<file path="src/logic/spritePkg.sv">
// sprite rotator shared definitions
// widths, fixed-point formats, sprite and arctangent tables, register map
`default_nettype none

package spritePkg;

	localparam int apbAddrWidth = 12;
	localparam int apbDataWidth = 32;

	// point coordinates are signed with 4 fraction bits
	localparam int coordWidth = 12;
	localparam int coordFrac = 4;
	// angle in radians, 3 integer and 10 fraction bits
	localparam int angleWidth = 13;
	localparam int angleFrac = 10;
	localparam int pixelWidth = 8;

	localparam int cordicIters = 10;
	localparam int cordicLatency = cordicIters + 2;
	localparam int gainFrac = 10;
	localparam int cordicGain = 622;
	localparam logic signed [angleWidth-1:0] halfPi = 13'sd1608;

	// atan(2^-i) scaled by 2^angleFrac
	localparam logic signed [angleWidth-1:0] atanTable [0:cordicIters-1] = '{
		13'sd804, 13'sd475, 13'sd251, 13'sd127, 13'sd64,
		13'sd32, 13'sd16, 13'sd8, 13'sd4, 13'sd2
	};

	localparam int imageSize = 57;
	localparam int rowIndexWidth = 6;
	localparam int centreX = 27;
	localparam int centreY = 29;

	localparam int blockCount = 26;
	localparam int blockSide = 4;
	localparam int pointCount = blockCount * blockSide * blockSide;

	typedef struct packed {
		logic [5:0] x;
		logic [5:0] y;
	} blockOrigin;

	// top-left corner of each solid block of the sprite
	localparam blockOrigin blockOrigins [0:blockCount-1] = '{
		{6'd12, 6'd12}, {6'd40, 6'd12}, {6'd16, 6'd16}, {6'd20, 6'd16},
		{6'd32, 6'd16}, {6'd36, 6'd16}, {6'd20, 6'd20}, {6'd24, 6'd20},
		{6'd28, 6'd20}, {6'd32, 6'd20}, {6'd16, 6'd24}, {6'd20, 6'd24},
		{6'd32, 6'd24}, {6'd36, 6'd24}, {6'd20, 6'd28}, {6'd32, 6'd28},
		{6'd16, 6'd32}, {6'd20, 6'd32}, {6'd32, 6'd32}, {6'd36, 6'd32},
		{6'd20, 6'd36}, {6'd24, 6'd36}, {6'd28, 6'd36}, {6'd32, 6'd36},
		{6'd16, 6'd40}, {6'd36, 6'd40}
	};

	typedef enum logic [apbAddrWidth-1:0] {
		regCtrl = 12'h000,
		regTheta = 12'h004,
		regStatus = 12'h008,
		rowBase = 12'h100
	} regAddr;

	typedef enum logic [1:0] {
		stIdle,
		stIssue,
		stDrain
	} runState;

endpackage

`default_nettype wire

</file>
<file path="src/logic/cordicRotator.sv">
// pipelined CORDIC point rotator
// quarter-turn pre-rotation, micro-rotations, then gain compensation and recentring
`timescale 1ns/1ps
`default_nettype none

module cordicRotator (
	input wire logic clk,
	input wire logic reset,
	input wire logic signed [spritePkg::angleWidth-1:0] thetaI,
	input wire logic pointValidI,
	input wire logic signed [spritePkg::coordWidth-1:0] pointXI,
	input wire logic signed [spritePkg::coordWidth-1:0] pointYI,
	output logic resultValidO,
	output logic signed [spritePkg::pixelWidth-1:0] resultXO,
	output logic signed [spritePkg::pixelWidth-1:0] resultYO
);

	logic signed [spritePkg::coordWidth-1:0] stX [0:spritePkg::cordicIters];
	logic signed [spritePkg::coordWidth-1:0] stY [0:spritePkg::cordicIters];
	logic signed [spritePkg::angleWidth-1:0] stZ [0:spritePkg::cordicIters];
	logic [spritePkg::cordicIters:0] validPipe;
	int scaledX;
	int scaledY;

	always_ff @(posedge clk) begin
		if (reset) begin
			validPipe <= '0;
			resultValidO <= 1'b0;
		end else begin
			validPipe <= {validPipe[spritePkg::cordicIters-1:0], pointValidI};
			resultValidO <= validPipe[spritePkg::cordicIters];
		end
	end

	// bring the residual angle inside the CORDIC convergence range
	always_ff @(posedge clk) begin
		if (thetaI > spritePkg::halfPi) begin
			stX[0] <= -pointYI;
			stY[0] <= pointXI;
			stZ[0] <= thetaI - spritePkg::halfPi;
		end else if (thetaI < -spritePkg::halfPi) begin
			stX[0] <= pointYI;
			stY[0] <= -pointXI;
			stZ[0] <= thetaI + spritePkg::halfPi;
		end else begin
			stX[0] <= pointXI;
			stY[0] <= pointYI;
			stZ[0] <= thetaI;
		end
	end

	for (genvar i = 0; i < spritePkg::cordicIters; i++) begin : gMicro
		always_ff @(posedge clk) begin
			// non-negative residual rotates counter-clockwise
			if (!stZ[i][spritePkg::angleWidth-1]) begin
				stX[i+1] <= stX[i] - (stY[i] >>> i);
				stY[i+1] <= stY[i] + (stX[i] >>> i);
				stZ[i+1] <= stZ[i] - spritePkg::atanTable[i];
			end else begin
				stX[i+1] <= stX[i] + (stY[i] >>> i);
				stY[i+1] <= stY[i] - (stX[i] >>> i);
				stZ[i+1] <= stZ[i] + spritePkg::atanTable[i];
			end
		end
	end

	// undo the CORDIC gain, round to whole pixels, move back to the centre
	always_comb begin
		scaledX = int'(stX[spritePkg::cordicIters]) * spritePkg::cordicGain
			+ (1 <<< (spritePkg::gainFrac + spritePkg::coordFrac - 1));
		scaledY = int'(stY[spritePkg::cordicIters]) * spritePkg::cordicGain
			+ (1 <<< (spritePkg::gainFrac + spritePkg::coordFrac - 1));
		scaledX = (scaledX >>> (spritePkg::gainFrac + spritePkg::coordFrac)) + spritePkg::centreX;
		scaledY = (scaledY >>> (spritePkg::gainFrac + spritePkg::coordFrac)) + spritePkg::centreY;
	end

	always_ff @(posedge clk) begin
		resultXO <= scaledX[spritePkg::pixelWidth-1:0];
		resultYO <= scaledY[spritePkg::pixelWidth-1:0];
	end

endmodule

`default_nettype wire

</file>
<file path="config.mk">
export PLATFORM = sky130hd
export DESIGN_NAME = cordicRotator
export DESIGN_NICKNAME = d
export VERILOG_FILES = /design/src/logic/spritePkg.sv /design/src/logic/cordicRotator.sv
export SDC_FILE = /design/constraint.sdc
export NUM_CORES = 1
export LEC_CHECK = 0
export BUFFER_PORTS_ARGS = -buffer_cell sky130_fd_sc_hd__buf_2
export CAP_MARGIN = 40
export CELL_PAD_IN_SITES_DETAIL_PLACEMENT = 1
export CELL_PAD_IN_SITES_GLOBAL_PLACEMENT = 1
export CORE_MARGIN = 2
export CORE_UTILIZATION = 51
export CTS_BUF_LIST = sky130_fd_sc_hd__clkbuf_16
export DETAILED_ROUTE_END_ITERATION = 6
export PLACE_DENSITY = 0.9
export SETUP_SLACK_MARGIN = 0.5
export SYNTH_ARGS = -nofsm -noshare
export SYNTH_HDL_FRONTEND = slang
export SYNTH_SLANG_ARGS = --single-unit
</file>
<file path="constraint.sdc">
create_clock -name clk -period 6.73 [get_ports clk]
set_input_delay 1.346 -clock clk [delete_from_list [all_inputs] [get_ports clk]]
set_output_delay 1.346 -clock clk [all_outputs]
set_load 0.02 [all_outputs]
</file>
==> qor.txt <==
status: complete, no violations
first-pass GRT wire length: 135 mm
asr flop ratio synth: 0
post-synth top area share: 0.248
Tmin final: 6.01 ns
Chip Width: 243 µm
leading area contributor after synthesis: dfxtp_1
RSZ-0062 raised after global routing: yes
startpoint types: register
adder-cell area share of the yosys netlist: 0.266
pin slew with the least headroom to its limit: 1.00 ns
Overflow after GRT: 0
Placed Area: 0.0304 mm²
Die Footprint: 0.0592 mm²
CP Max Fanout: 5
CTS Buf Count: 46
combinational family with the most area after synthesis: adder cells
CP Launch Point: stX[5][10]$_DFF_P_
First-pass DRT Iterations: 5
Post-synth EDFFs: 37
routability cong.: 0.862
simple logic cell fraction of the synthesized area: 0.101
clock root buffer: clkbuf_16
Initial Util: 0.517
Clock Latency Late Sink: 0.59 ns
I/O pins: 57
setup_tns: 0 ns
Crit. End Element: register
Unique masters post-synth: 85
Fin. Hold Viols: 0
complex-gate fraction of the synthesized area: 0.154
DPL Wire Length: 58.8 mm
hold crit path type: register to register
share of post-route cells with drive strength above 1: 0.0550
worst endpoint required time: 7.18 ns
row count: 87
Synth area leaders: dfxtp_1 25%, ha_1 19%, xnor2_1 8.2%
synth warn: 0
CTS tree: built
register-to-register setup slack: 0.72 ns
largest net degree at the start of global routing: 35
post-route cell area: 0.0319 mm²
DRC: 0
Slew Limit Fails: 0
die height: 243 µm
slew margin rel.: 0.332
Inserted Diodes: 0
vias in the first global route: 26500
post-DR wirelength/cell: 20.4 µm
total track usage: 0.280
vias post-DR: 23400
register area share after synthesis: 0.286
final worst path period share: 0.892
drt first-iter violations: 1077
Worst setup endpoint: resultXO[6]$_DFF_P_
area of the core: 0.0565 mm²
nets: 3875
port bufs: 56
Clock Skew: 0.0177 ns
post-synthesis cell count: 3182
Area growth syn-to-layout: 9.15%
#FFs+latches synth: 399
Clock Path Buffers: 3
final wirelength: 82.8 mm
f_max: 0.167 GHz
post-synthesis mux area share: 0.0158
FF-to-FF End: resultXO[6]$_DFF_P_
initial antenna violation count: 0
cts hold-fix bufs: 0
Avg Inst Size Synth: 9.18 µm²
Top FF cell, synth: dfxtp_1
Max Cap Viol: 0
start of the worst register-to-register path: stX[5][10]$_DFF_P_
htree depth: 2
count leader, synth: ha_1
Sink Count: 399
Synth Area in XOR/XNOR: 0.116
fill count: 6428
Netlist Area Pre-Place: 0.0292 mm²
clock-pin transition on the worst setup and hold timing paths: 0.06 ns
Vias/cell: 5.74
Post-DRT Antenna Nets: 0
r2r worst-path depth: 20
Worst EP arrival: 6.45 ns
final setup fails: 0
Hold Path Cell Cnt: 0
commonest cells in the netlist: 445 x ha_1, 418 x inv_1, 362 x dfxtp_1
critical path class: register to register
-- through the flow --
stage / setup WS [ns] / hold slack (ns) / util / instances
floorplan: 1.25 / 0.310 / - / 3218
global placement: 1.01 / 0.312 / 0.538 / 3986
detailed placement: 0.722 / 0.315 / 0.538 / 3987
CTS: 0.678 / 0.332 / 0.563 / 4067
global route: 0.402 / 0.340 / 0.564 / 4068
finish: 0.725 / 0.330 / 0.564 / 4068
-- layout by cell type (no fill, tap or decap), drive strengths merged, types with 6 or more instances in the layout --
master	synthesis	final
ha	445	445
inv	418	434
dfxtp	362	362
xnor2	277	277
a21oi	242	242
nor2	233	233
o21ai	166	166
fa	110	110
nand2	103	103
xor2	100	100
nor3	66	66
buf	5	64
nor2b	61	61
a21o	57	57
o21bai	53	53
a21boi	50	50
clkbuf	45	47
nand2b	42	42
edfxtp	37	37
conb	1	37
a31oi	33	33
o21a	31	31
mux2i	28	28
nand3	27	27
or3	22	22
mux2	16	16
o22ai	15	15
and2	14	14
nor4	13	13
clkinv	0	13
o41ai	11	11
a22oi	10	10
and3	9	9
or2	8	8
o211ai	7	7
a211oi	6	6
-- routing by layer --
layer	track usage	up-vias	wire length [µm]
met5	0	-	0
met4	0.118	0	3450
met3	0.0403	277	2690
met2	0.552	547	45200
met1	0.291	11600	31400
li1	-	10900	-
-- cells by family (layout without fill, tap and decap cells) --
family          count (synthesis)  count (layout)
other cells                     1              37
mux                            44              44
flops                         399             399
compound gates                722             722
xor+xnor                      378             378
simple gates                  615             615
buf+inv                       468             562
fa+ha+maj                     555             555
-- worst max-delay path, stage by stage, from the launching register on --
cell and delay, ns:
dfxtp_1 0.43, inv_1 0.12, ha_1 0.34, inv_1 0.10
fa_1 0.58, fa_1 0.47, fa_1 0.57, inv_1 0.06
fa_1 0.50, inv_1 0.05, ha_1 0.36, a21oi_1 0.25
and2_1 0.24, nand4_1 0.28, a21oi_2 0.30, xor2_1 0.31
or2_1 0.25, a21o_1 0.15, o21ai_0 0.10, a22o_1 0.27
xnor2_1 0.14
-- flip-flops by register name (all words and copies together), names as in the netlist --
name          cells
validPipe        11
resultXO          8
resultValidO      1
resultYO          8
stZ             108
stY             131
stX             132
-- worst min-delay path by stage --
stage          slack, ns                 to               from
3_5_place_dp        0.31  stZ[6][3]$_DFF_P_  stZ[5][3]$_DFF_P_
2_1_floorplan       0.31  stZ[5][2]$_DFF_P_  stZ[4][2]$_DFF_P_
3_3_place_gp        0.31  stZ[8][2]$_DFF_P_  stZ[7][2]$_DFF_P_
5_1_grt             0.34  stZ[5][3]$_DFF_P_  stZ[4][3]$_DFF_P_
6_report            0.33  stZ[6][3]$_DFF_P_  stZ[5][3]$_DFF_P_
4_1_cts             0.33  stZ[6][3]$_DFF_P_  stZ[5][3]$_DFF_P_
-- timing repair --
| action | CTS | global route |
|---|---|---|
| hold endpoints to repair | 0 | 0 |
| setup buffers | 0 | 1 |
| gates resized for setup | 0 | 10 |
| setup endpoints to repair | 0 | 4 |
-- layout make-up --
type                            instances  area (µm²)  share of cell area
Multi-Input combinational cell       2351       19200               0.604
Sequential cell                       399        8360               0.262
Inverter                              418        1570              0.0492
Clock buffer                           47        1180              0.0369
Tap cell                              756         946              0.0297
Timing Repair Buffer                   64         348              0.0109
Clock inverter                         33         220             0.00691
Power is left out: the tool's default activity adds up to more than one toggle a clock period on the data nets, which glitch-free logic cannot reach.
