### src/logic/spritePkg.sv
// sprite rotator shared definitions
// widths, fixed-point formats, sprite and arctangent tables, register map
`default_nettype none

package spritePkg;

	localparam int apbAddrWidth = 12;
	localparam int apbDataWidth = 32;

	// point coordinates are signed with 4 fraction bits
	localparam int coordWidth = 12;
	localparam int coordFrac = 4;
	// angle in radians, 3 integer and 10 fraction bits
	localparam int angleWidth = 13;
	localparam int angleFrac = 10;
	localparam int pixelWidth = 8;

	localparam int cordicIters = 10;
	localparam int cordicLatency = cordicIters + 2;
	localparam int gainFrac = 10;
	localparam int cordicGain = 622;
	localparam logic signed [angleWidth-1:0] halfPi = 13'sd1608;

	// atan(2^-i) scaled by 2^angleFrac
	localparam logic signed [angleWidth-1:0] atanTable [0:cordicIters-1] = '{
		13'sd804, 13'sd475, 13'sd251, 13'sd127, 13'sd64,
		13'sd32, 13'sd16, 13'sd8, 13'sd4, 13'sd2
	};

	localparam int imageSize = 57;
	localparam int rowIndexWidth = 6;
	localparam int centreX = 27;
	localparam int centreY = 29;

	localparam int blockCount = 26;
	localparam int blockSide = 4;
	localparam int pointCount = blockCount * blockSide * blockSide;

	typedef struct packed {
		logic [5:0] x;
		logic [5:0] y;
	} blockOrigin;

	// top-left corner of each solid block of the sprite
	localparam blockOrigin blockOrigins [0:blockCount-1] = '{
		{6'd12, 6'd12}, {6'd40, 6'd12}, {6'd16, 6'd16}, {6'd20, 6'd16},
		{6'd32, 6'd16}, {6'd36, 6'd16}, {6'd20, 6'd20}, {6'd24, 6'd20},
		{6'd28, 6'd20}, {6'd32, 6'd20}, {6'd16, 6'd24}, {6'd20, 6'd24},
		{6'd32, 6'd24}, {6'd36, 6'd24}, {6'd20, 6'd28}, {6'd32, 6'd28},
		{6'd16, 6'd32}, {6'd20, 6'd32}, {6'd32, 6'd32}, {6'd36, 6'd32},
		{6'd20, 6'd36}, {6'd24, 6'd36}, {6'd28, 6'd36}, {6'd32, 6'd36},
		{6'd16, 6'd40}, {6'd36, 6'd40}
	};

	typedef enum logic [apbAddrWidth-1:0] {
		regCtrl = 12'h000,
		regTheta = 12'h004,
		regStatus = 12'h008,
		rowBase = 12'h100
	} regAddr;

	typedef enum logic [1:0] {
		stIdle,
		stIssue,
		stDrain
	} runState;

endpackage

`default_nettype wire

### src/logic/apbDecode.sv
// APB register slave for the sprite rotator
// holds the angle, issues start, returns status and bitmap row words
`timescale 1ns/1ps
`default_nettype none

module apbDecode (
	input wire logic clk,
	input wire logic reset,
	input wire logic pselI,
	input wire logic penableI,
	input wire logic pwriteI,
	input wire logic [spritePkg::apbAddrWidth-1:0] paddrI,
	input wire logic [spritePkg::apbDataWidth-1:0] pwdataI,
	output logic [spritePkg::apbDataWidth-1:0] prdataO,
	output logic preadyO,
	output logic pslverrO,
	input wire logic busyI,
	input wire logic doneI,
	input wire logic [spritePkg::imageSize-1:0] rowDataI,
	output logic startPulseO,
	output logic signed [spritePkg::angleWidth-1:0] thetaO,
	output logic [spritePkg::rowIndexWidth-1:0] readRowO
);

	logic access;
	logic rowHit;
	logic addrOk;
	logic busyRefuse;
	logic writeOk;
	logic [spritePkg::apbAddrWidth-1:0] rowOffset;
	logic [spritePkg::apbDataWidth-1:0] readData;
	logic signed [spritePkg::angleWidth-1:0] thetaReg;

	assign access = pselI & penableI;

	// row words sit at rowBase + 8*row, low word first
	assign rowOffset = paddrI - spritePkg::rowBase;
	assign rowHit = (paddrI >= spritePkg::rowBase)
		&& (rowOffset[spritePkg::apbAddrWidth-1:spritePkg::rowIndexWidth+3] == '0)
		&& (rowOffset[1:0] == 2'b00);
	assign readRowO = rowOffset[spritePkg::rowIndexWidth+2:3];

	always_comb begin
		addrOk = 1'b1;
		readData = '0;
		if (rowHit) begin
			addrOk = (readRowO < spritePkg::imageSize);
			if (rowOffset[2]) begin
				readData = {{(2 * spritePkg::apbDataWidth - spritePkg::imageSize){1'b0}},
					rowDataI[spritePkg::imageSize-1:spritePkg::apbDataWidth]};
			end else begin
				readData = rowDataI[spritePkg::apbDataWidth-1:0];
			end
		end else begin
			case (paddrI)
				spritePkg::regCtrl: readData = '0;
				spritePkg::regTheta: readData = {{(spritePkg::apbDataWidth -
					spritePkg::angleWidth){thetaReg[spritePkg::angleWidth-1]}}, thetaReg};
				spritePkg::regStatus: readData = {{(spritePkg::apbDataWidth-2){1'b0}},
					doneI, busyI};
				default: addrOk = 1'b0;
			endcase
		end
	end

	// control and angle are locked while a run is in progress
	assign busyRefuse = pwriteI && busyI
		&& ((paddrI == spritePkg::regCtrl) || (paddrI == spritePkg::regTheta));

	assign pslverrO = access && (!addrOk || busyRefuse);
	assign writeOk = access && pwriteI && !pslverrO;
	assign startPulseO = writeOk && (paddrI == spritePkg::regCtrl) && pwdataI[0];

	always_ff @(posedge clk) begin
		if (reset) begin
			thetaReg <= '0;
		end else if (writeOk && (paddrI == spritePkg::regTheta)) begin
			thetaReg <= pwdataI[spritePkg::angleWidth-1:0];
		end
	end

	assign thetaO = thetaReg;
	assign prdataO = readData;
	assign preadyO = 1'b1;

endmodule

`default_nettype wire

### config.mk
export PLATFORM = sky130hd
export DESIGN_NAME = apbDecode
export DESIGN_NICKNAME = d
export VERILOG_FILES = /design/src/logic/spritePkg.sv /design/src/logic/apbDecode.sv
export SDC_FILE = /design/constraint.sdc
export NUM_CORES = 1
export LEC_CHECK = 0
export CORE_AREA = 2 2 76 78
export CTS_CLUSTER_SIZE = 16
export DETAILED_ROUTE_END_ITERATION = 16
export DIE_AREA = 0 0 78 80
export DONT_BUFFER_PORTS = 1
export RECOVER_POWER = 25
export SLEW_MARGIN = 30
export SYNTH_ARGS = -nofsm -noshare
export SYNTH_HDL_FRONTEND = slang
export SYNTH_SLANG_ARGS = --single-unit
### constraint.sdc
create_clock -name clk -period 2.1 [get_ports clk]
set_input_delay 0.21 -clock clk [delete_from_list [all_inputs] [get_ports clk]]
set_output_delay 0.21 -clock clk [all_outputs]
set_load 0.01 [all_outputs]
==> flow_summary.yaml, run 1 <==
synth:
  yosysTopAreaCell: "dfxtp_1"
  synth_ff_type: "dfxtp_1"
  synthArstFlopShare: 0
  ys_seq_elements: 13
  yosysMostFrequentCell: "a21oi_1"
  synth_xor_area_frac: 0
  synth_fa_ha_area_frac: 0.0189
  synthSimpleGateAreaFrac: 0.227
  synth_area_per_cell_um2: 7.82
  synth_nets: 279
  synth_compound_area_frac: 0.268
  yosysTopAreaCellShare: 0.197
  synthDistinctLibCells: 32
  synth_warnings: 0
  yosys-top-cells-area: "dfxtp_1 (20%), mux2i_1 (19%), a21oi_1 (11%), nand2_1 (8.0%), o2bb2ai_1 (6.6%)"
  syn-instance-count: 169
  ys_seq_area_frac: 0.197
  synthMuxAreaShare: 0.189
  synth_top_family_by_area: "compound AO/OA/AOI/OAI gates"
  syn_area_um2: 1320
  synth_common_cells: "a21oi_1 (29), nand2_1 (28), mux2i_1 (25)"
  synth-edff-count: 0
sta:
  hold_viol_final: 0
  setup_violations: 0
  tns_ps: 0
  finalCritPeriodShare: 0.934
  rsz0062_at_grt: "false"
  slew_violations: 0
  worst_pin_slew_ps: 640
  max_freq_mhz: 510
  min_period_ps: 1960
  slew_headroom: 0.573
  finClkSkew_ps: 0
floorplanning:
  floorplan.rows: 27
  die_area_um2: 6240
  core_area_um2: 5410
  die_h_um: 80
  fp.dieW_um: 78
  pin_count: 162
  start_util: 0.244
setup_path:
  cp_max_fo: 11
  r2r-start: "thetaO[12]"
  crit_type: "in -> out"
  required_ps: 1890
  worst_setup_path_start_kind: "primary input"
  startpoint: "paddrI[8]"
  critPathCaptureType: "output port"
  arrival_ps: 1750
global_route:
  grt_pass1_wl_um: 6030
  antenna_found_initial: 0
  overflow: 0
  grt_max_degree: 31
  grt_util_all_layers: 0.126
  grt_pass1_vias: 1221
pwr:
  power_mw: 0.555
  ir_drop_uv: 258
  combPwrFrac: 0.156
  cellInternalPower_mw: 0.423
  pwr-share-clk: 0.400
  p_seq_frac: 0.444
  swShare: 0.239
  p_sw_mw: 0.133
  p_leak_nw: 0.523
  p_per_area_nw_per_um2: 391
route:
  antenna_left: 0
  vias_per_cell: 5.47
  initialDrtViolationCount: 28
  routed_wl_um: 4320
  dr.pass1.iters: 4
  wl_per_cell_um: 18.2
  vias: 1302
  drc: 0
clock_tree:
  clkTransAtPathRegs_ps: 60
  htreeDepth: 1
  cts_root_buffer: "clkbuf_8"
  tritoncts: "built"
  cts_hold_buf: 0
  cts_sinks: 13
  clock_latency_ps: 240
  clock_path_buffers: 2
  cts-buffers-inserted: 3
placed_design:
  gp_congestion: 0.674
  hpwl_um: 3370
  place_area_um2: 1370
  port_buffers: 0
finish:
  final_util: 0.263
  largest_register_ffs: 13
  area_growth_pct: 7.39
  antennaDiodeCount: 0
  drive_above_1_share: 0.120
  final_area_um2: 1420
  fin_nets: 277
job:
  max-cap-violations: 0
hold_path:
  hold_path.class: "in -> reg"
  worstHoldStart: "reset"
run_status:
  status: "complete, no violations"
[power by group through the flow]
stage / Combinational, mW / Clock, mW / Sequential [mW]
floorplan: 0.0991 / 0 / 0.252
global placement: 0.0857 / 0 / 0.252
detailed placement: 0.0880 / 0 / 0.252
CTS: 0.0878 / 0.233 / 0.247
global route: 0.0946 / 0.244 / 0.247
finish: 0.0867 / 0.222 / 0.247
[kinds of logic (layout without fill, tap and decap cells)]
kind of cell,after synthesis,in the layout
adder cells (fa/ha/maj),2,2
buffers and inverters,20,17
AO/OA/AOI/OAI,54,54
multiplexers,25,25
other,1,1
flip-flops,13,13
AND/OR/NAND/NOR,54,54
[routing by layer]
metal | global-route usage | up-vias | share of wire
li1 | - | 609 | -
met1 | 0.125 | 591 | 0.38
met2 | 0.250 | 98 | 0.51
met3 | 0.0351 | 4 | 0.095
met4 | 0.0404 | 0 | 0.011
met5 | 0 | - | 0
[cells in the final DEF (no fill, tap or decap), types with 3 or more instances in the layout]
master	synthesis	final
a21oi_1	29	28
nand2_1	28	28
mux2i_1	25	25
dfxtp_1	13	13
o2bb2ai_1	10	10
buf_4	7	10
nor2_1	7	7
a22o_1	7	7
nor3_1	4	4
nor2b_1	3	3
clkbuf_8	0	3
[worst max-delay path, cell delays in order]
cell	delay [ps]
inv_1	30
ha_1	210
nor2b_1	110
nor3_1	60
o2111a_1	300
buf_4	170
nor3_4	200
buf_4	230
a22o_1	230
[layout make-up]
| cell class | instances | area [um^2] |
|---|---|---|
| fill | 601 | 3990 |
| multi-input combinational | 136 | 937 |
| sequential | 13 | 260 |
| tap | 72 | 90.1 |
| timing repair buffer | 11 | 78.8 |
| clock buffer | 4 | 45.0 |
| inverter | 2 | 7.51 |
[worst paths after layout]
path              cells past startpoint  slack (ps)           to
setup / recovery                      9         140  prdataO[28]
hold / removal                        1          30   thetaO[11]
setup reg to reg                      3        1310   thetaO[12]
hold reg to reg                       2         510   thetaO[10]
[repair_timing]
item	in CTS	in global routing
setup buffers	0	0
resized for setup	1	0
endpoints found under the setup margin	13	0
[through the flow]
step	hold WS [ps]	std cells	worst slack (ps)
2_1_floorplan	279	169	237
3_3_place_gp	281	234	-9.91
3_5_place_dp	282	234	-74.4
4_1_cts	22.2	238	122
5_1_grt	20.1	238	20.7
6_report	32.0	238	138
Note: power is estimated with default switching activity, not from simulation.
==> run 2: changes to the inputs <==
clock period = 1.95 ns   (was 2.1 ns; I/O delays follow)
==> run 2 against run 1 <==
Effect of this change: die area did not move; register-to-register slack got worse by 170 ps; total power grew 8.9%; sequential share of layout area decreased by 0.79 points; sequential power increased by 8%; via count down 1.6%; count of clock-buffer cells in the layout stayed put; critical path type unchanged; largest power group unchanged.
==> flow_summary.yaml, run 2 (same netlist as run 1, synthesis figures left out) <==
clock_tree:
  clkTransAtPathRegs_ps: 60
  cts_root_buffer: "clkbuf_8"
  cts-buffers-inserted: 3
  cts_sinks: 13
  cts_hold_buf: 0
  clock_latency_ps: 240
  tritoncts: "built"
  clock_path_buffers: 2
  htreeDepth: 1
setup_path:
  required_ps: 1750
  critPathCaptureType: "output port"
  r2r_setup_slack_ps: 1140
  crit_type: "in -> out"
  critPathSlowestCell: "or3_4"
  cp_max_fo: 5
  worst_setup_path_start_kind: "primary input"
  path_cells: "inv_1 -> ha_1 -> nor2b_1 -> nor3_1 -> o2111a_1 -> buf_6 -> or3_4 -> o21ai_1 -> buf_4"
  reg2reg_to: "thetaO[12]"
  slowest_delay_ps: 380
  r2r_cells: 3
  arrival_ps: 1660
  r2r-start: "thetaO[12]"
  startpoint: "paddrI[8]"
hold_path:
  hold_path_depth: 1
  worstHoldStart: "reset"
  holdPathEnd: "thetaO[10]"
  hold_path.class: "in -> reg"
sta:
  tns_ps: 0
  worst_pin_slew_ps: 620
  min_period_ps: 1850
  setup_violations: 0
  finalCritPeriodShare: 0.950
  hold_slack_ps: 17.3
  finClkSkew_ps: 0
  hold_viol_final: 0
  rsz0062_at_grt: "false"
  slew_headroom: 0.587
  slew_violations: 0
  max_freq_mhz: 540
finish:
  final_area_um2: 1480
  area_growth_pct: 12.2
  final_util: 0.274
  multi_input_area_um2: 962
  antennaDiodeCount: 0
  fill_cells: 592
  mostFrequentLayoutCells: "a21oi_1 (28), nand2_1 (28), mux2i_1 (25), dfxtp_1 (13), buf_4 (11)"
  largest_register_ffs: 13
  drive_above_1_share: 0.160
  fin_nets: 280
  regArea_um2: 260
global_route:
  overflow: 0
  antenna_found_initial: 0
  grt_pass1_vias: 1242
  grt_pass1_wl_um: 6180
  grt_util_all_layers: 0.129
  grt_max_degree: 31
pwr:
  p_per_area_nw_per_um2: 408
  power_mw: 0.605
  p_leak_nw: 0.556
  ir_drop_uv: 259
route:
  vias: 1281
  dr.pass1.iters: 4
  initialDrtViolationCount: 17
  drc: 0
  wl_per_cell_um: 18.2
  routed_wl_um: 4390
  vias_per_cell: 5.32
  antenna_left: 0
run_status:
  status: "complete, no violations"
placed_design:
  port_buffers: 0
  hpwl_um: 3430
  place_area_um2: 1400
  gp_congestion: 0.671
floorplanning:
  die_area_um2: 6240
  core_area_um2: 5410
  die_h_um: 80
  start_util: 0.244
  fp.dieW_um: 78
  pin_count: 162
  floorplan.rows: 27
job:
  max-cap-violations: 0
## run 2: final cells by class
cell class | instances | area share
sequential | 13 | 0.176
inverter | 2 | 0.00506
timing repair buffer | 14 | 0.0793
clock buffer | 4 | 0.0304
tap | 72 | 0.0608
multi-input combinational | 136 | 0.649
## run 2: power breakdown
group | internal [mW] | total (mW) | switching, mW | leakage (nW)
Sequential | 0.266 | 0.266 | 0.00000556 | 0.105
Combinational | 0.0481 | 0.0972 | 0.0491 | 0.429
Clock | 0.144 | 0.242 | 0.0975 | 0.0228
Total | 0.458 | 0.605 | 0.147 | 0.556
## run 2: worst max-delay path by stage
stage / slack, ps / cells past startpoint / to
detailed placement: -180 / 7 / prdataO[17]
floorplan: 120 / 9 / prdataO[10]
CTS: 20 / 9 / prdataO[0]
global placement: -120 / 7 / prdataO[15]
finish: 100 / 9 / prdataO[0]
global route: 3 / 9 / prdataO[1]
## run 2: worst max-delay path, delay by kind of cell
family / cells / cell delay (ps)
buf+inv: 3 / 320
compound gates: 2 / 380
fa+ha+maj: 1 / 200
simple gates: 3 / 560
## run 2: routing by layer
layer / global-route usage / part of all wire / vias to the layer above
li1: - / - / 612
met1: 0.126 / 0.36 / 574
met2: 0.262 / 0.53 / 91
met3: 0.0317 / 0.096 / 4
met4: 0.0439 / 0.010 / 0
met5: 0 / 0 / -
## run 2: through the flow
stage,instances,worst slack [ps]
after CTS,240,24.0
after detailed placement,236,-178
after global placement,236,-118
after floorplan,169,117
after global routing,241,2.80
final,241,98.0
## run 2: timing repair
item                                    in CTS  in global routing
pin swaps                                    0                  1
endpoints found under the setup margin      13                 18
gates resized for setup                      1                  6
setup buffers                                0                  1
cloned                                       0                  0
