File: src/logic/spritePkg.sv
// sprite rotator shared definitions
// widths, fixed-point formats, sprite and arctangent tables, register map
`default_nettype none

package spritePkg;

	localparam int apbAddrWidth = 12;
	localparam int apbDataWidth = 32;

	// point coordinates are signed with 4 fraction bits
	localparam int coordWidth = 12;
	localparam int coordFrac = 4;
	// angle in radians, 3 integer and 10 fraction bits
	localparam int angleWidth = 13;
	localparam int angleFrac = 10;
	localparam int pixelWidth = 8;

	localparam int cordicIters = 10;
	localparam int cordicLatency = cordicIters + 2;
	localparam int gainFrac = 10;
	localparam int cordicGain = 622;
	localparam logic signed [angleWidth-1:0] halfPi = 13'sd1608;

	// atan(2^-i) scaled by 2^angleFrac
	localparam logic signed [angleWidth-1:0] atanTable [0:cordicIters-1] = '{
		13'sd804, 13'sd475, 13'sd251, 13'sd127, 13'sd64,
		13'sd32, 13'sd16, 13'sd8, 13'sd4, 13'sd2
	};

	localparam int imageSize = 57;
	localparam int rowIndexWidth = 6;
	localparam int centreX = 27;
	localparam int centreY = 29;

	localparam int blockCount = 26;
	localparam int blockSide = 4;
	localparam int pointCount = blockCount * blockSide * blockSide;

	typedef struct packed {
		logic [5:0] x;
		logic [5:0] y;
	} blockOrigin;

	// top-left corner of each solid block of the sprite
	localparam blockOrigin blockOrigins [0:blockCount-1] = '{
		{6'd12, 6'd12}, {6'd40, 6'd12}, {6'd16, 6'd16}, {6'd20, 6'd16},
		{6'd32, 6'd16}, {6'd36, 6'd16}, {6'd20, 6'd20}, {6'd24, 6'd20},
		{6'd28, 6'd20}, {6'd32, 6'd20}, {6'd16, 6'd24}, {6'd20, 6'd24},
		{6'd32, 6'd24}, {6'd36, 6'd24}, {6'd20, 6'd28}, {6'd32, 6'd28},
		{6'd16, 6'd32}, {6'd20, 6'd32}, {6'd32, 6'd32}, {6'd36, 6'd32},
		{6'd20, 6'd36}, {6'd24, 6'd36}, {6'd28, 6'd36}, {6'd32, 6'd36},
		{6'd16, 6'd40}, {6'd36, 6'd40}
	};

	typedef enum logic [apbAddrWidth-1:0] {
		regCtrl = 12'h000,
		regTheta = 12'h004,
		regStatus = 12'h008,
		rowBase = 12'h100
	} regAddr;

	typedef enum logic [1:0] {
		stIdle,
		stIssue,
		stDrain
	} runState;

endpackage

`default_nettype wire

File: src/logic/pointSequencer.sv
// run controller that walks the sprite blocks
// emits one centred fixed-point point per cycle, then waits for the pipeline to drain
`timescale 1ns/1ps
`default_nettype none

module pointSequencer (
	input wire logic clk,
	input wire logic reset,
	input wire logic startPulseI,
	output logic busyO,
	output logic pointValidO,
	output logic signed [spritePkg::coordWidth-1:0] pointXO,
	output logic signed [spritePkg::coordWidth-1:0] pointYO
);

	spritePkg::runState state;
	logic [$clog2(spritePkg::blockCount)-1:0] blockIdx;
	logic [$clog2(spritePkg::blockSide * spritePkg::blockSide)-1:0] pixIdx;
	logic [$clog2(spritePkg::cordicLatency)-1:0] drainCount;
	spritePkg::blockOrigin origin;
	int pixX;
	int pixY;

	always_ff @(posedge clk) begin
		if (reset) begin
			state <= spritePkg::stIdle;
			blockIdx <= '0;
			pixIdx <= '0;
			drainCount <= '0;
		end else begin
			case (state)
				spritePkg::stIdle: begin
					if (startPulseI) begin
						state <= spritePkg::stIssue;
						blockIdx <= '0;
						pixIdx <= '0;
					end
				end
				spritePkg::stIssue: begin
					pixIdx <= pixIdx + 1'b1;
					if (pixIdx == spritePkg::blockSide * spritePkg::blockSide - 1) begin
						blockIdx <= blockIdx + 1'b1;
						if (blockIdx == spritePkg::blockCount - 1) begin
							state <= spritePkg::stDrain;
							drainCount <= '0;
						end
					end
				end
				spritePkg::stDrain: begin
					drainCount <= drainCount + 1'b1;
					if (drainCount == spritePkg::cordicLatency - 1) begin
						state <= spritePkg::stIdle;
					end
				end
				default: state <= spritePkg::stIdle;
			endcase
		end
	end

	// x offset is the outer loop within a block
	assign origin = spritePkg::blockOrigins[blockIdx];
	assign pixX = int'(origin.x) + int'(pixIdx) / spritePkg::blockSide - spritePkg::centreX;
	assign pixY = int'(origin.y) + int'(pixIdx) % spritePkg::blockSide - spritePkg::centreY;

	assign pointXO = {pixX[spritePkg::coordWidth-spritePkg::coordFrac-1:0],
		{spritePkg::coordFrac{1'b0}}};
	assign pointYO = {pixY[spritePkg::coordWidth-spritePkg::coordFrac-1:0],
		{spritePkg::coordFrac{1'b0}}};
	assign pointValidO = (state == spritePkg::stIssue);
	assign busyO = (state != spritePkg::stIdle);

endmodule

`default_nettype wire

File: config.mk
export PLATFORM = sky130hd
export DESIGN_NAME = pointSequencer
export DESIGN_NICKNAME = d
export VERILOG_FILES = /design/src/logic/spritePkg.sv /design/src/logic/pointSequencer.sv
export SDC_FILE = /design/constraint.sdc
export NUM_CORES = 1
export LEC_CHECK = 0
export ABC_AREA = 1
export BUFFER_PORTS_ARGS = -buffer_cell sky130_fd_sc_hd__buf_2
export CAP_MARGIN = 20
export CELL_PAD_IN_SITES_DETAIL_PLACEMENT = 0
export CELL_PAD_IN_SITES_GLOBAL_PLACEMENT = 1
export CORE_MARGIN = 4
export CORE_UTILIZATION = 36
export CTS_BUF_LIST = sky130_fd_sc_hd__clkbuf_8
export CTS_CLUSTER_DIAMETER = 30
export DETAILED_ROUTE_END_ITERATION = 6
export PLACE_DENSITY = 0.8
export SLEW_MARGIN = 20
export SYNTH_ARGS = -nofsm -noshare
export SYNTH_HDL_FRONTEND = slang
export SYNTH_SLANG_ARGS = --single-unit
File: constraint.sdc
create_clock -name clk -period 1.9 [get_ports clk]
set_clock_uncertainty 0.1 [all_clocks]
set_input_delay 0.38 -clock clk [delete_from_list [all_inputs] [get_ports clk]]
set_output_delay 0.38 -clock clk [all_outputs]
set_load 0.05 [all_outputs]
==> flow_summary.toml, run 1 <==
[placement]
port-buffer-count = 20
dp_slack_ns = -0.165
dp_cells = 290
finalWeightedCongestion = 0.774
place_hpwl_um = 2550

[cells_and_area]
fill_cells = 333
regArea_sq_um = 314
antenna_cells = 0
area_delta_synth_final_pct = 57.8
layout.nets = 271
multi_input_area_sq_um = 1140
drive_gt1_share_pct = 45.5
stdcell_count = 301

[clocking]
insertion_delay_ns = 0.24
htree_levels = 1
cts_tree = "built"
cts.sinks = 15
clock_path_buffers = 2
cts_buffers = 3
ctsHoldBuffers = 0
root_buffer = "clkbuf_8"
clk_pin_slew_worst_paths_ns = 0.06

[global_route]
grt_util_all_layers_pct = 14.0
gr-total-overflow = 0
grt_antenna_before_repair = 0
grt_pass1_wl_um = 5850
grt_pass1_vias = 1325
grt_max_degree = 14

[worst_setup_path]
crit_top_cell = "nand2_4"
cp.arrival_ns = 1.76
worst_r2r_endpoint = "drainCount[3]$_SDFFE_PP0P_"
crit_type = "register to primary output"
crit_fanout = 6
rrSetupSlack_ns = 0.29
slowest_stage = "dfxtp_4"
crit_path_end_kind = "primary output"
cp_slowest_stage_delay_ns = 0.39
start_kind = "register"
crit_required_ns = 1.42
reg2reg_depth = 11
cp_cell_sequence = "inv_4 > ha_4 > nand4_1 > nand2_4 > nand2_4 > o21bai_4 > clkinvlp_4 > buf_6"
r2r_start = "blockIdx[1]$_SDFFE_PP0P_"

[synthesis]
synth-compound-area-share_pct = 13.2
synthTopCellsByArea = "dfxtp_1, nand2_1, ha_1, a21oi_1, inv_1"
synth.most_common_cell = "nand2_1"
ys_ff_latch = 15
synth_top_family_by_area = "simple AND/OR/NAND/NOR gates"
ys.flop_type = "dfxtp_1"
synth_cells = 200
synth_cell_types = 29
yosys.area_share.simple_pct = 33.0
synth_top_area_cell = "dfxtp_1"
synth-edff-count = 0
syn_area_sq_um = 1380
yosys.area_share.adder_pct = 12.7
ys_seq_area_share_pct = 21.8
syn_avg_cell_area_sq_um = 6.90
netlist.area_leader.share_pct = 21.8
yosys_warnings = 0
synthMuxAreaShare_pct = 0
synth_xor_area_share_pct = 4.35
synth_common_cells = "nand2_1, inv_1, a21oi_1, dfxtp_1, ha_1"
async_flop_share_pct = 0

[sta]
worst_slack_ns = -0.343
rsz0062_at_grt = "true"
finalHoldViolations = 0
maxSlewViolCount = 0
fin_crit_sh_pct = 118
fmax_mhz = 446
period_needed_ns = 2.24
finalSetupViolCount = 12

[detailed_routing]
vias = 1367
firstDrtPassIters = 4
drt_iter0_markers = 47
wl_um = 3290
wl_per_cell_um = 10.9
drtAntennaViolNets = 0
viasPerCell = 4.54
drc = 0

[pwr]
switchingPower_mw = 0.431
power_leakage_nw = 0.979
power_mw = 1.08
p_sw_share_pct = 39.8
pwr-share-comb_pct = 47.3
p_int_mw = 0.651
ir_worst_vdd_mv = 0.382
p_clk_share_pct = 22.3
power_density_nw_per_um2 = 497
pwr-share-seq_pct = 30.4

[hold_path]
hold-path-endpoint = "pixIdx[2]$_SDFFE_PP0P_"
hp-start = "reset"
min_path_cells = 2
min_path_type = "input port to register"

[floorplanning]
core-area_sq_um = 3690
start_util_pct = 37.4
die_w_um = 69.9
pin_count = 29
dieArea_sq_um = 4890
fp-row-count = 22
chipHeight_um = 69.9

[flow_run]
cap_violations = 0

[status]
violations = "negative setup slack"
status = "finished with violations"
area by class of cell:
type	count	share of cell area (%)
sequential	15	14.4
inverter	27	5.98
multi-input combinational	153	52.5
clock inverter	1	0.172
clock buffer	3	1.90
timing repair buffer	54	22.3
tap	48	2.76
critical path, delay by kind of cell, from the launching register on:
| kind | cells | cell delay (ns) |
|---|---|---|
| AND/OR/NAND/NOR | 3 | 0.40 |
| flip-flops | 1 | 0.39 |
| buffers and inverters | 3 | 0.30 |
| adder cells (fa/ha/maj) | 1 | 0.29 |
| AO/OA/AOI/OAI | 1 | 0.14 |
placed cells by master, fill, tap and decap left out, drive strengths merged:
master | synthesis | routed
nand4 | 3 | 3
ha | 14 | 14
a211oi | 1 | 1
nor3 | 3 | 3
nand2 | 60 | 60
buf | 11 | 54
nand3 | 12 | 12
clkbuf | 1 | 3
o21ai | 10 | 10
inv | 27 | 25
a21oi | 19 | 19
xor2 | 6 | 6
conb | 1 | 8
o21bai | 1 | 1
nor3b | 1 | 1
dfxtp | 15 | 15
nor2 | 13 | 13
clkinvlp | 0 | 3
o211ai | 2 | 2
power groups by stage:
stage	Sequential, mW	Combinational (mW)	Clock (mW)
2_1_floorplan	0.335	0.347	0
3_3_place_gp	0.334	0.421	0
4_1_cts	0.328	0.501	0.253
3_5_place_dp	0.334	0.425	0
6_report	0.329	0.512	0.241
5_1_grt	0.330	0.544	0.265
worst max-delay path by stage:
| stage | start | depth (start not counted) | endpoint | slack [ns] |
|---|---|---|---|---|
| finish | blockIdx[0]$_SDFFE_PP0P_ | 8 | pointXO[10] | -0.34 |
| global route | blockIdx[0]$_SDFFE_PP0P_ | 8 | pointXO[10] | -0.42 |
| CTS | blockIdx[0]$_SDFFE_PP0P_ | 8 | pointXO[10] | -0.34 |
| detailed placement | blockIdx[1]$_SDFFE_PP0P_ | 7 | pointYO[8] | -0.17 |
| global placement | blockIdx[1]$_SDFFE_PP0P_ | 7 | pointYO[8] | -0.12 |
| floorplan | pixIdx[0]$_SDFFE_PP0P_ | 4 | pointYO[8] | -0.11 |
state kept, by name, summed over array words and instances (netlist names):
register,flops
drainCount,4
pixIdx,4
blockIdx,5
state,2
metal layers:
| layer | routed length (um) | track usage (%) | vias to the layer above | part of all wire (%) |
|---|---|---|---|---|
| met5 | 0 | 0 | - | 0 |
| met4 | 9 | 3.40 | 0 | 0.27 |
| met3 | 91 | 0.863 | 2 | 2.8 |
| met2 | 1690 | 24.9 | 23 | 51 |
| met1 | 1490 | 18.5 | 616 | 45 |
| li1 | - | - | 726 | - |
timing repair:
item / 4_1_cts / 5_1_grt
endpoints found under the hold margin: 0 / 0
setup buffers: 6 / 2
setup endpoints to repair: 12 / 12
gates resized for setup: 44 / 7
pin swaps: 15 / 6
cells by family after synthesis:
family,Yosys count
other,1
XOR/XNOR,6
adder cells (fa/ha/maj),14
buffers and inverters,39
AO/OA/AOI/OAI,33
flip-flops,15
AND/OR/NAND/NOR,92
per-stage QoR:
stage	hold WS (ns)	cell area, sq um	util (%)	setup TNS [ns]
6_report	0.339	2180	59.0	-2.85
5_1_grt	0.368	2180	59.0	-3.76
4_1_cts	0.345	2130	57.6	-2.72
3_5_place_dp	0.378	1870	50.6	-0.782
3_3_place_gp	0.375	1870	50.6	-0.559
2_1_floorplan	0.349	1590	-	-0.269
Note: power is estimated with default switching activity, not from simulation.
==> inputs of run 2 (changes only) <==
--- a/config.mk
+++ b/config.mk
@@ -11,11 +11,12 @@
 export CELL_PAD_IN_SITES_DETAIL_PLACEMENT = 0
 export CELL_PAD_IN_SITES_GLOBAL_PLACEMENT = 1
 export CORE_MARGIN = 4
-export CORE_UTILIZATION = 36
+export CORE_UTILIZATION = 43
 export CTS_BUF_LIST = sky130_fd_sc_hd__clkbuf_8
 export CTS_CLUSTER_DIAMETER = 30
 export DETAILED_ROUTE_END_ITERATION = 6
-export PLACE_DENSITY = 0.8
+export HOLD_SLACK_MARGIN = 0.05
+export PLACE_DENSITY = 0.9
 export SLEW_MARGIN = 20
 export SYNTH_ARGS = -nofsm -noshare
 export SYNTH_HDL_FRONTEND = slang
==> constraint.sdc (replaced) <==
create_clock -name clk -period 2.9 [get_ports clk]
set_clock_uncertainty 0.1 [all_clocks]
set_input_delay 0.58 -clock clk [delete_from_list [all_inputs] [get_ports clk]]
set_output_delay 0.58 -clock clk [all_outputs]
set_load 0.05 [all_outputs]
==> run 2 against run 1 <==
The flow now finishes without violations. Flip-flop and latch count did not move. First-iteration DRC count is 17% higher. Clock power is 32% lower. Register-to-register slack improved by 1.1 ns. Core utilization fell by 8.9 points. Largest cell class unchanged. Largest power group unchanged.
==> flow_summary.toml, run 2 (same netlist as run 1, synthesis figures left out) <==
[cells_and_area]
area_delta_synth_final_pct = 10.8
fill_cells = 327
postLayoutCoreUtil_pct = 50.1
layout_common_cells = "nand2_1, inv_1, buf_2"
largest-register = "blockIdx"
mostFrequentLayoutCell = "nand2_1"
antenna_cells = 0
layout.nets = 239
largest_registers = "blockIdx: 5 flops, drainCount: 4 flops, pixIdx: 4 flops"
largest_reg_flops = 5
drive_gt1_share_pct = 24.4
stdcell_count = 265

[sta]
finalHoldViolations = 0
period_needed_ns = 2.72
fmax_mhz = 368
setup-tns-final_ns = 0
fin_crit_sh_pct = 93.7
worst_slew_pin_slew_ns = 0.500
rsz0062_at_grt = "false"
finalSetupViolCount = 0
whs_ns = 0.383
slew_headroom_pct = 66.6
maxSlewViolCount = 0

[floorplanning]
core-area_sq_um = 3050
dieArea_sq_um = 4180
die_w_um = 64.7
pin_count = 29
start_util_pct = 45.2
chipHeight_um = 64.7
fp-row-count = 20

[worst_setup_path]
crit_type = "register to primary output"
crit_required_ns = 2.22
crit_top_cell = "nand2_4"
crit_fanout = 8
crit_path_end_kind = "primary output"
slowest_stage = "dfxtp_2"
cp_slowest_stage_delay_ns = 0.40
cp_cell_sequence = "inv_1 > ha_1 > a21oi_1 > o21ai_2 > nand2_4 > nand2_4 > nand2_4 > xor2_2 > buf_2"
start_kind = "register"
cp.arrival_ns = 2.04

[hold_path]
min_path_type = "register to register"

[clocking]
htree_levels = 1
cts_buffers = 3
cts.sinks = 15
clk_pin_slew_worst_paths_ns = 0.06
root_buffer = "clkbuf_8"
cts_tree = "built"
post-cts-setup-buffer-count = 0
clock_path_buffers = 2
insertion_delay_ns = 0.24
ctsHoldBuffers = 0

[placement]
port-buffer-count = 20
dp_cells = 261
finalWeightedCongestion = 0.820
place_hpwl_um = 2130

[pwr]
ir_worst_vdd_mv = 0.266
power_density_nw_per_um2 = 393
power_leakage_nw = 0.739
power_mw = 0.601

[detailed_routing]
wl_per_cell_um = 9.95
drtAntennaViolNets = 0
drc = 0
wl_um = 2640
vias = 1211
viasPerCell = 4.57
firstDrtPassIters = 6
drt_iter0_markers = 55

[status]
status = "completed"

[flow_run]
cap_violations = 0

[global_route]
grt_antenna_before_repair = 0
grt_util_all_layers_pct = 13.5
grt_pass1_wl_um = 4660
grt_pass1_vias = 1099
gr-total-overflow = 0
grt_max_degree = 14
-- run 2: changes by cell type in the layout (fill, tap and decap cells not counted), sizes merged --
cell / previous run / this run
clkinvlp: 3 / 0
buf: 54 / 22
inv: 25 / 28
-- run 2: area by class of cell --
type	count	area, sq um	share of cell area (%)
well taps	44	55.1	3.60
flip-flops and latches	15	302	19.7
inverters	27	109	7.12
clock inverters	1	3.75	0.245
clock buffers	3	41.3	2.70
repair buffers	22	115	7.53
multi-input cells	153	903	59.1
-- run 2: critical path: cells and delay by family (launching register included) --
kind            cells  cell delay, ns
compound gates      2            0.29
xor+xnor            1            0.12
fa+ha+maj           1            0.37
buf+inv             2            0.39
flops               1            0.40
simple gates        3            0.21
-- run 2: worst paths after layout --
path	depth (start not counted)	from	slack [ns]	endpoint
setup / recovery	9	blockIdx[0]$_SDFFE_PP0P_	0.18	pointXO[8]
hold / removal	2	drainCount[1]$_SDFFE_PP0P_	0.38	drainCount[1]$_SDFFE_PP0P_
setup reg to reg	7	blockIdx[4]$_SDFFE_PP0P_	1.36	drainCount[3]$_SDFFE_PP0P_
hold reg to reg	2	drainCount[1]$_SDFFE_PP0P_	0.38	drainCount[1]$_SDFFE_PP0P_
-- run 2: repair_timing --
action,in CTS,in global routing
endpoints found under the setup margin,0,5
endpoints found under the hold margin,0,0
resized for setup,0,1
-- run 2: metal layers --
layer	global-route usage [%]	share of wire, %	vias up
li1	-	-	667
met1	17.5	49	520
met2	23.3	46	22
met3	1.21	4.3	2
met4	4.75	0.46	0
met5	0	0	-
-- run 2: metrics by stage --
| stage | setup slack, ns | cell area (sq um) |
|---|---|---|
| 2_1_floorplan | 0.121 | 1410 |
| 3_3_place_gp | 0.363 | 1480 |
| 3_5_place_dp | 0.325 | 1480 |
| 4_1_cts | 0.0551 | 1530 |
| 5_1_grt | 0.0218 | 1530 |
| 6_report | 0.183 | 1530 |
-- run 2: power breakdown --
part | leakage, nW | switching [mW] | total [mW] | internal [mW]
clock | 0.0269 | 0.0690 | 0.163 | 0.0936
combinational | 0.590 | 0.175 | 0.224 | 0.0493
sequential | 0.122 | 0.00365 | 0.214 | 0.210
